File: config.mk
export PLATFORM = sky130hd
export DESIGN_NAME = eeprom_seq
export DESIGN_NICKNAME = d
export VERILOG_FILES = /design/src/design/eeprom_pkg.sv /design/src/design/eeprom_seq.sv
export SDC_FILE = /design/constraint.sdc
export NUM_CORES = 1
export LEC_CHECK = 0
export BUFFER_PORTS_ARGS = -buffer_cell sky130_fd_sc_hd__buf_2
export CORE_UTILIZATION = 47
export DETAILED_ROUTE_END_ITERATION = 6
export PLACE_DENSITY = 0.79
export SETUP_SLACK_MARGIN = 0.4
export SLEW_MARGIN = 20
export SYNTH_ARGS = -nofsm -noshare
export SYNTH_HDL_FRONTEND = slang
export SYNTH_SLANG_ARGS = --single-unit
export TNS_END_PERCENT = 1
File: constraint.sdc
create_clock -name CLK -period 2.3 [get_ports CLK]
set_input_delay 0.23 -clock CLK [delete_from_list [all_inputs] [get_ports CLK]]
set_output_delay 0.23 -clock CLK [all_outputs]
set_load 0.01 [all_outputs]
File: src/design/eeprom_pkg.sv
`default_nettype none

package eeprom_pkg;

    // 24C16: 2K bytes, block bits go in the select byte
    typedef logic [10:0] eeprom_addr_t;
    typedef logic [7:0]  eeprom_byte_t;

    // bit engine commands
    // start while the bus is owned gives a repeated start
    typedef enum logic [1:0] {
        CMD_START,
        CMD_STOP,
        CMD_WRITE,
        CMD_READ
    } i2c_cmd_t;

    localparam logic [3:0] DEVICE_CODE = 4'b1010; // serial eeprom type code

endpackage

`default_nettype wire

File: src/design/eeprom_seq.sv
`timescale 1ns/100ps
`default_nettype none

module eeprom_seq import eeprom_pkg::*; (
    input  logic         CLK,
    input  logic         RESET,
    input  logic         wr,
    input  logic         rd,
    input  eeprom_addr_t addr,
    input  eeprom_byte_t wr_data,
    output eeprom_byte_t rd_data,
    output logic         ack,
    output logic         ack_err,
    output logic         busy,
    output i2c_cmd_t     cmd,
    output logic         cmd_valid,
    output eeprom_byte_t tx_byte,
    output logic         tx_ack,
    input  logic         done,
    input  eeprom_byte_t rx_byte,
    input  logic         rx_ack
);

    typedef enum logic [3:0] {
        S_IDLE,
        S_START,
        S_SEL_WR,
        S_ADDR,
        S_DATA_WR,
        S_RESTART,
        S_SEL_RD,
        S_DATA_RD,
        S_STOP,
        S_FINISH
    } state_t;

    state_t       state;
    state_t       state_nxt;
    eeprom_addr_t addr_q;
    eeprom_byte_t data_q;
    logic         rd_q;
    logic         accept;
    logic         byte_nak;

    // finish is the ack cycle, busy already low there
    assign busy   = (state != S_IDLE) && (state != S_FINISH);
    assign ack    = (state == S_FINISH);
    assign accept = !busy && (wr || rd);

    // slave did not acknowledge a byte we sent
    assign byte_nak = rx_ack && (state inside {S_SEL_WR, S_ADDR, S_DATA_WR, S_SEL_RD});

    always_comb begin
        case (state)
            S_START, S_RESTART: cmd = CMD_START;
            S_STOP:             cmd = CMD_STOP;
            S_DATA_RD:          cmd = CMD_READ;
            default:            cmd = CMD_WRITE;
        endcase
    end

    always_comb begin
        case (state)
            S_SEL_WR: tx_byte = {DEVICE_CODE, addr_q[10:8], 1'b0};
            S_SEL_RD: tx_byte = {DEVICE_CODE, addr_q[10:8], 1'b1};
            S_ADDR:   tx_byte = addr_q[7:0];
            default:  tx_byte = data_q;
        endcase
    end

    assign tx_ack = (state == S_DATA_RD); // single byte read always ends with nack

    always_comb begin
        case (state)
            S_START:   state_nxt = S_SEL_WR;
            S_SEL_WR:  state_nxt = S_ADDR;
            S_ADDR:    state_nxt = rd_q ? S_RESTART : S_DATA_WR;
            S_RESTART: state_nxt = S_SEL_RD;
            S_SEL_RD:  state_nxt = S_DATA_RD;
            S_DATA_WR: state_nxt = S_STOP;
            S_DATA_RD: state_nxt = S_STOP;
            S_STOP:    state_nxt = S_FINISH;
            default:   state_nxt = S_IDLE;
        endcase
        if (byte_nak) begin
            state_nxt = S_STOP; // skip the rest of the transfer
        end
    end

    always_ff @(posedge CLK) begin
        if (RESET) begin
            state     <= S_IDLE;
            cmd_valid <= 1'b0;
            ack_err   <= 1'b0;
        end else begin
            cmd_valid <= 1'b0;
            if (accept) begin
                state     <= S_START;
                cmd_valid <= 1'b1;
                ack_err   <= 1'b0;
            end else if (done && busy) begin
                state     <= state_nxt;
                cmd_valid <= (state_nxt != S_FINISH);
                if (byte_nak) begin
                    ack_err <= 1'b1;
                end
            end else if (state == S_FINISH) begin
                state <= S_IDLE;
            end
        end
    end

    // request latch, write wins over read
    always_ff @(posedge CLK) begin
        if (accept) begin
            addr_q <= addr;
            data_q <= wr_data;
            rd_q   <= !wr;
        end
    end

    always_ff @(posedge CLK) begin
        if (done && state == S_DATA_RD) begin
            rd_data <= rx_byte; // held until next read completes
        end
    end

endmodule

`default_nettype wire

==> reports/metrics.csv <==
metric,value,unit
postLayoutCoreUtil,0.664,
fin_ws,490,ps
rsz0062_at_grt,no,
dp_hpwl,2010,um
hold_violations,0,
io_pins,56,
grt_pass1_wl,4240,um
p_total,1.31,mW
numCtsBuffers,5,
area_delta_synth_final,30.3,%
wire_per_inst,14.5,um
post_synth_fa_ha_maj_area_fraction,0,
period_share,0.787,
finalSetupTns,0,ps
post-place-ws,466,ps
slowest_stage,dfxtp_4,
setup_viol,0,
yosysMostFrequentCell,edfxtp_1,
postSynthCellCount,107,
whs,57.7,ps
crit_required,2070,ps
violations,DRC,
grt-ovfl-total,0,
core_area,2850,sq um
slew_violations,0,
drc,5,
antenna_found_initial,0,
skew,14.9,ps
dieArea,3320,sq um
synth_top_family_by_area,simple AND/OR/NAND/NOR gates,
outcome,"finished, violations left",
path_class,register to primary output,
layoutNonFillerInstCount,202,
power.density,692,nW/um^2
placed_area,1760,sq um
ys_seq_elements,34,
cts_tree,yes,
die_w,57.6,um
diodes,0,
finalNetCount,203,
critPathMaxFanout,7,
synth_top_flop_cell,edfxtp_1,
holdCritPathClass,input port to register,
synth-async-reset-ratio,0,
yosys.area.top_type,edfxtp_1,
power.leakage,0.823,nW
htree_num_levels,2,
clk_pin_slew,100,ps
routed_via_density,5.52,
drt_iter0_markers,69,
synth_edf_count,28,
ys_top_cells_by_count,"28 x edfxtp_1, 7 x inv_1, 7 x nor2_1",
clockBufferDepth,2,
rrSetupSlack,640,ps
first_pass_iters,7,
relSlewSlack,0.701,
drt_wl_total,2940,um
end_kind,primary output,
clk_latency,340,ps
grt_max_degree,24,
cp-start-kind,register,
max_stage_delay,380,ps
yosysUniqueCellTypes,35,
gp_congestion,0.772,
design_area,1890,sq um
die_h,57.6,um
fill_cells,217,
synth_compound_area_frac,0.150,
cts.sinks,34,
post-route-min-period,1810,ps
rows,19,
synthXorXnorAreaFrac,0,
max_freq,0.552,GHz
cap_violations,0,
synth_top_area_frac,0.578,
clock-root-buffer,clkbuf_4,
synthesis.area,1450,sq um
postRouteAntennaNets,0,
grt_pass1_vias,1010,
synth_seq_area_share,0.661,
start_util,0.510,
path_cells,"nand2b_4, nor3b_4, a222oi_1, inv_1, buf_2",
synth_fp_nets,140,
drive_gt1_frac,0.456,
cp.arrival,1580,ps
dp.cells,191,
vdd_drop_max,0.000371,V
syn_area_per_cell,13.6,sq um
synthSimpleGateAreaFrac,0.151,
tightest_slew,447,ps
synthMuxAreaShare,0.00688,
grt.total_usage,0.177,
synth_area_leaders,"edfxtp_1 58%, dfxtp_1 8.3%, nand2b_1 2.6%",
portBuffers,55,
vias,1115,
ys_warn_count,0,
[repair_timing]
item / in CTS / in global routing
setup buffers: 0 / 3
pin swaps: 1 / 3
hold buffers: 0 / 0
endpoints found under the setup margin: 9 / 3
resized for setup: 9 / 2
[kinds of logic (layout without fill, tap and decap cells)]
| family | count (synthesis) | after routing |
|---|---|---|
| DFF | 34 | 34 |
| buffers and inverters | 11 | 75 |
| and+or+nand+nor | 33 | 33 |
| AOI/OAI and AO/OA | 28 | 28 |
| muxes | 1 | 1 |
[registers in the layout (all words and copies together) (netlist names)]
signal     flops
addr_q        11
cmd_valid      1
state          4
ack_err        1
rd_data        8
rd_q           1
data_q         8
[placed cells by master (no fill, tap or decap), types with 2 or more instances in the layout]
| master | instances |
|---|---|
| a211oi_1 | 3 |
| a21o_1 | 2 |
| a21oi_1 | 5 |
| a221o_1 | 2 |
| a222oi_1 | 3 |
| a22o_1 | 2 |
| a22oi_1 | 2 |
| a31oi_1 | 2 |
| and2b_1 | 2 |
| buf_2 | 55 |
| buf_4 | 5 |
| clkbuf_4 | 5 |
| dfxtp_1 | 2 |
| dfxtp_4 | 3 |
| edfxtp_1 | 28 |
| inv_1 | 7 |
| nand2_1 | 4 |
| nand2b_1 | 5 |
| nor2_1 | 7 |
| nor2b_1 | 3 |
[routing by layer]
layer / global-route usage / routed length (um)
met5: 0 / 0
met4: 0.118 / 63
met3: 0.0580 / 292
met2: 0.282 / 1450
met1: 0.203 / 1130
[report_power, final]
part | switching [mW] | internal (mW) | total, mW
registers | 0.0220 | 0.714 | 0.736
logic | 0.0838 | 0.0785 | 0.162
clock network | 0.186 | 0.226 | 0.412
total | 0.292 | 1.02 | 1.31
[worst paths after layout]
path	endpoint	depth (start not counted)	from
max	tx_byte[3]	5	state[3]
min reg2reg	ack_err	2	ack_err
min	addr_q[10]	1	addr[10]
max reg2reg	state[1]	5	state[2]
[critical path: cells and delay by family, from the launching register on]
family          cells  cell delay, ps
compound gates      1             170
buf+inv             2             200
flops               1             380
simple gates        2             510
[area by class of cell]
| cell class | count | area (sq um) | share of cell area |
|---|---|---|---|
| repair buffers | 60 | 313 | 0.165 |
| clock inverters | 2 | 33.8 | 0.0178 |
| multi-input cells | 62 | 468 | 0.247 |
| inverters | 7 | 26.3 | 0.0139 |
| well taps | 31 | 38.8 | 0.0205 |
| flip-flops and latches | 34 | 973 | 0.514 |
| clock buffers | 6 | 41.3 | 0.0218 |
Power figures use the tool's default switching activity.
