--- src/design/eeprom_pkg.sv ---
`default_nettype none

package eeprom_pkg;

    // 24C16: 2K bytes, block bits go in the select byte
    typedef logic [10:0] eeprom_addr_t;
    typedef logic [7:0]  eeprom_byte_t;

    // bit engine commands
    // start while the bus is owned gives a repeated start
    typedef enum logic [1:0] {
        CMD_START,
        CMD_STOP,
        CMD_WRITE,
        CMD_READ
    } i2c_cmd_t;

    localparam logic [3:0] DEVICE_CODE = 4'b1010; // serial eeprom type code

endpackage

`default_nettype wire

--- src/design/i2c_bit_engine.sv ---
`timescale 1ns/100ps
`default_nettype none

module i2c_bit_engine import eeprom_pkg::*; #(
    parameter int CLK_DIV = 2
) (
    input  logic         CLK,
    input  logic         RESET,
    input  i2c_cmd_t     cmd,
    input  logic         cmd_valid,
    input  eeprom_byte_t tx_byte,
    input  logic         tx_ack,
    output logic         done,
    output eeprom_byte_t rx_byte,
    output logic         rx_ack,
    output logic         scl,
    output logic         sda_oe,
    input  wire          sda_in
);

    localparam int QW = (CLK_DIV > 1) ? $clog2(CLK_DIV) : 1;

    typedef enum logic [2:0] {
        ST_IDLE,
        ST_PH0,
        ST_PH1,
        ST_PH2,
        ST_PH3
    } state_t;

    state_t        state;
    state_t        state_next;
    i2c_cmd_t      cmd_q;
    logic [QW-1:0] qcnt;
    logic [3:0]    bit_cnt;
    logic [3:0]    bit_next;
    logic [1:0]    ph_next;
    logic          tx_next;
    logic          nack_q;
    eeprom_byte_t  shreg;
    logic          qtick;
    logic          last_bit;
    logic [1:0]    lvl_start;
    logic [1:0]    lvl_next;

    // returns {scl, pull sda low} for a given phase of a bit
    function automatic logic [1:0] bus_level(
        input i2c_cmd_t   c,
        input logic [3:0] b,
        input logic [1:0] ph,
        input logic       tx_bit,
        input logic       nack,
        input logic       cur_scl
    );
        logic clk_hi;
        logic pull;
        clk_hi = (ph == 2'd1) || (ph == 2'd2);
        case (c)
            CMD_START: begin
                // phase 0 keeps scl, so idle and repeated start share one path
                clk_hi = (ph == 2'd0) ? cur_scl : (ph != 2'd3);
                pull   = ph[1];         // sda falls with scl high
            end
            CMD_STOP: begin
                clk_hi = (ph != 2'd0);
                pull   = !ph[1];        // sda rises with scl high
            end
            CMD_WRITE: pull = (b == 4'd8) ? 1'b0 : !tx_bit; // release for slave ack
            default:   pull = (b == 4'd8) ? !nack : 1'b0;   // master ack after read
        endcase
        return {clk_hi, pull};
    endfunction

    assign qtick    = (state != ST_IDLE) && (qcnt == QW'(CLK_DIV - 1));
    assign last_bit = !((cmd_q == CMD_WRITE) || (cmd_q == CMD_READ)) || (bit_cnt == 4'd8);
    assign done     = qtick && (state == ST_PH3) && last_bit;

    assign lvl_start = bus_level(cmd, 4'd0, 2'd0, tx_byte[7], tx_ack, scl);

    always_comb begin
        ph_next    = 2'd0;
        state_next = ST_PH0;
        bit_next   = bit_cnt;
        tx_next    = shreg[7];
        case (state)
            ST_PH0: begin
                ph_next    = 2'd1;
                state_next = ST_PH1;
            end
            ST_PH1: begin
                ph_next    = 2'd2;
                state_next = ST_PH2;
            end
            ST_PH2: begin
                ph_next    = 2'd3;
                state_next = ST_PH3;
            end
            default: begin
                // wrap into the next bit
                bit_next = bit_cnt + 4'd1;
                tx_next  = shreg[6];
            end
        endcase
        lvl_next = bus_level(cmd_q, bit_next, ph_next, tx_next, nack_q, scl);
    end

    always_ff @(posedge CLK) begin
        if (RESET) begin
            state   <= ST_IDLE;
            cmd_q   <= CMD_STOP;
            qcnt    <= '0;
            bit_cnt <= '0;
            scl     <= 1'b1;
            sda_oe  <= 1'b0;
        end else if (state == ST_IDLE) begin
            if (cmd_valid) begin
                state   <= ST_PH0;
                cmd_q   <= cmd;
                qcnt    <= '0;
                bit_cnt <= '0;
                {scl, sda_oe} <= lvl_start;
            end
        end else if (qtick) begin
            qcnt <= '0;
            if (done) begin
                state <= ST_IDLE; // bus levels hold until next command
            end else begin
                state   <= state_next;
                bit_cnt <= bit_next;
                {scl, sda_oe} <= lvl_next;
            end
        end else begin
            qcnt <= qcnt + 1'b1;
        end
    end

    // shift and sample path
    always_ff @(posedge CLK) begin
        if (state == ST_IDLE && cmd_valid) begin
            shreg  <= tx_byte;
            nack_q <= tx_ack;
        end else if (qtick) begin
            if (state == ST_PH3) begin
                shreg <= {shreg[6:0], 1'b0}; // msb first
            end
            // end of phase 1 is the middle of scl high
            if (state == ST_PH1) begin
                if (cmd_q == CMD_WRITE && bit_cnt == 4'd8) begin
                    rx_ack <= sda_in;
                end
                if (cmd_q == CMD_READ && bit_cnt < 4'd8) begin
                    rx_byte <= {rx_byte[6:0], sda_in};
                end
            end
        end
    end

endmodule

`default_nettype wire

--- config.mk ---
export PLATFORM = sky130hd
export DESIGN_NAME = i2c_bit_engine
export DESIGN_NICKNAME = d
export VERILOG_FILES = /design/src/design/eeprom_pkg.sv /design/src/design/i2c_bit_engine.sv
export SDC_FILE = /design/constraint.sdc
export NUM_CORES = 1
export LEC_CHECK = 0
export BUFFER_PORTS_ARGS = -buffer_cell sky130_fd_sc_hd__buf_2
export CAP_MARGIN = 10
export CORE_MARGIN = 2
export CORE_UTILIZATION = 59
export DETAILED_ROUTE_END_ITERATION = 10
export GPL_TIMING_DRIVEN = 0
export PLACE_DENSITY = 0.84
export SKIP_CTS_REPAIR_TIMING = 1
export SLEW_MARGIN = 10
export SYNTH_ARGS = -nofsm -noshare
export SYNTH_HDL_FRONTEND = slang
export SYNTH_SLANG_ARGS = --single-unit
--- constraint.sdc ---
create_clock -name CLK -period 4.5 [get_ports CLK]
set_input_delay 0.225 -clock CLK [delete_from_list [all_inputs] [get_ports CLK]]
set_output_delay 0.225 -clock CLK [all_outputs]
set_load 0.03 [all_outputs]
==> results.py <==
metrics = {
    "status": {
        "status": "finished, final reports clean",
    },
    "pwr": {
        "p_per_area_mw_per_mm2": 468,
        "pwr-share-clk": 0.185,
        "p_seq_frac": 0.448,
        "power.leakage_nw": 0.721,
        "p_switching_mw": 0.294,
        "finalPower_mw": 0.819,
        "comb_power_share": 0.366,
        "p_int_mw": 0.525,
        "ir_drop_mv": 0.397,
        "swShare": 0.359,
    },
    "placement": {
        "gp_congestion": 0.787,
        "hpwl_um": 2160,
        "place_inst": 204,
        "portBuffers": 25,
    },
    "clock_tree": {
        "clkTransAtPathRegs_ps": 100,
        "cts_made_buffers": 5,
        "cts_tree": "done",
        "clk_latency_ps": 330,
        "cts_max_path_buffers": 2,
        "ctsRootBufferMaster": "clkbuf_4",
        "htreeDepth": 2,
        "cts_num_sinks": 30,
    },
    "sta": {
        "finalMaxSlewViolations": 0,
        "skew_ps": 8.59,
        "slew_headroom": 0.227,
        "clock.fmax_mhz": 448,
        "worst-slew-pin-transition_ps": 1150,
        "post-route-period-util": 0.496,
        "rsz0062_at_grt": "no",
        "hold_violations": 0,
        "final.setup.tns_ps": 0,
        "finalCriticalPeriod_ps": 2230,
        "setup_viol": 0,
    },
    "synth": {
        "ys_ff_latch": 30,
        "synth_top_area_frac": 0.352,
        "synth-edff-count": 18,
        "synth_fp_nets": 171,
        "syn_inst": 149,
        "synth_cell_type_count": 39,
        "yosysTopAreaCell": "edfxtp_1",
        "synth_ff_type": "edfxtp_1",
        "yosysSeqAreaShare": 0.509,
        "netlist_area_mm2": 0.00154,
        "synthTopCellsByCount": "edfxtp_1, nand2_1, dfxtp_1, a21oi_1, nor2_1",
        "synth.most_common_cell": "edfxtp_1",
        "ys_warn_count": 0,
        "synthTopCellsByArea": "edfxtp_1, dfxtp_1, ha_1, mux2_2, nand2_1",
        "synthArstFlopShare": 0,
        "avgSynthCellArea_um2": 10.3,
    },
    "final_layout": {
        "final_nets": 203,
        "n_fill_cell": 180,
        "finalNonFillerCells": 212,
        "drive_above_1_share": 0.253,
        "antenna_cells": 0,
        "area_growth_pct": 14.1,
    },
    "setup_path": {
        "r2r_cells": 5,
        "worstSetupPathType": "reg -> reg",
        "reg2reg_slack_ps": 2270,
        "path_max_fanout": 10,
        "arrival_ps": 2190,
        "end_kind": "flop",
        "critical_path_required_ps": 4460,
        "start_kind": "flop",
    },
    "floorplan": {
        "row_count": 18,
        "dieWidth_um": 55.0,
        "design.die.area_mm2": 0.00303,
        "pin_count": 27,
        "coreArea_mm2": 0.00248,
        "die_h_um": 55.0,
        "start_util": 0.620,
    },
    "grt": {
        "grt_usage": 0.214,
        "grt_pass1_vias": 1018,
        "antenna_found_initial": 0,
        "grt_max_degree": 11,
        "grt_pass1_wl_um": 4420,
        "grt.overflow.total": 0,
    },
    "routing": {
        "drtPass1Iterations": 4,
        "vias_per_cell": 5.60,
        "wl_um": 2860,
        "via_count": 1188,
        "drt_iter0_drc": 34,
        "drtAntennaViolNets": 0,
        "drc": 0,
        "wl_per_cell_um": 13.5,
    },
    "hold_path": {
        "hold_path_depth": 1,
        "hold_path.class": "in -> reg",
    },
    "run": {
        "drv_cap": 0,
    },
}
critical path: stages, from the launching register on:
cell and delay [ps]:
dfxtp_1 330, buf_2 170, or2b_1 250, inv_1 120, nand4b_1 140, nor3_1 840
registers in the layout, indices dropped and copies added (netlist names):
name,cells
rx_ack,1
state,3
qcnt,1
cmd_q,2
sda_oe,1
bit_cnt,4
shreg,8
scl,1
rx_byte,8
nack_q,1
stage by stage:
step | cell area [um^2] | setup slack, ps | utilization | hold slack [ps]
floorplan | 1540 | 2610 | - | 324
global placement | 1700 | 2310 | 0.685 | 402
detailed placement | 1700 | 2260 | 0.685 | 407
CTS | 1750 | 2270 | 0.707 | 48.8
global route | 1750 | 2090 | 0.707 | 44.6
finish | 1750 | 2270 | 0.707 | 60.0
kinds of logic (layout without fill, tap and decap cells):
| family | count (synthesis) | after routing | synth area share |
|---|---|---|---|
| AOI/OAI and AO/OA | 31 | 31 | 0.138 |
| and+or+nand+nor | 54 | 54 | 0.174 |
| DFF | 30 | 30 | 0.509 |
| xor gates and xnor gates | 1 | 1 | 0.00571 |
| buffers and inverters | 17 | 50 | 0.0530 |
| adders and majority gates | 7 | 7 | 0.0570 |
| muxes | 9 | 9 | 0.0636 |
placed cells by master (no fill, tap or decap), drive strengths merged, types with 5 or more instances in the layout:
cell type	n
nand2	17
a211oi	5
nor2	11
ha	7
nor3	5
a21oi	11
inv	10
dfxtp	12
mux2	6
edfxtp	18
clkbuf	8
buf	29
per-layer routing:
metal | global-route usage | routed length (um) | vias up
li1 | - | - | 593
met2 | 0.333 | 1400 | 32
met5 | 0 | 0 | -
met1 | 0.264 | 1260 | 557
met4 | 0.0976 | 51 | 0
met3 | 0.0806 | 157 | 6
power groups by stage:
stage | clock (mW) | combinational (mW) | sequential [mW]
floorplan | 0 | 0.221 | 0.382
global placement | 0 | 0.287 | 0.373
detailed placement | 0 | 0.297 | 0.374
CTS | 0.157 | 0.299 | 0.368
global route | 0.166 | 0.331 | 0.372
finish | 0.152 | 0.300 | 0.367
cell type report:
cell class,count,area [um^2],share of cell area
buffer,7,43.8,0.0250
inverter,10,37.5,0.0214
clock inverter,3,16.3,0.00929
tap,30,37.5,0.0214
multi-input combinational,102,673,0.384
timing repair buffer,25,125,0.0714
clock buffer,5,37.5,0.0214
sequential,30,781,0.446
final timing paths:
check,startpoint,endpoint
max,state[2]$_SDFFE_PP0P_,rx_byte[4]$_DFFE_PP_
max reg2reg,state[2]$_SDFFE_PP0P_,rx_byte[4]$_DFFE_PP_
min,tx_ack,nack_q$_DFFE_PP_
min reg2reg,rx_byte[1]$_DFFE_PP_,rx_byte[2]$_DFFE_PP_
(Power assumes the default switching activity.)
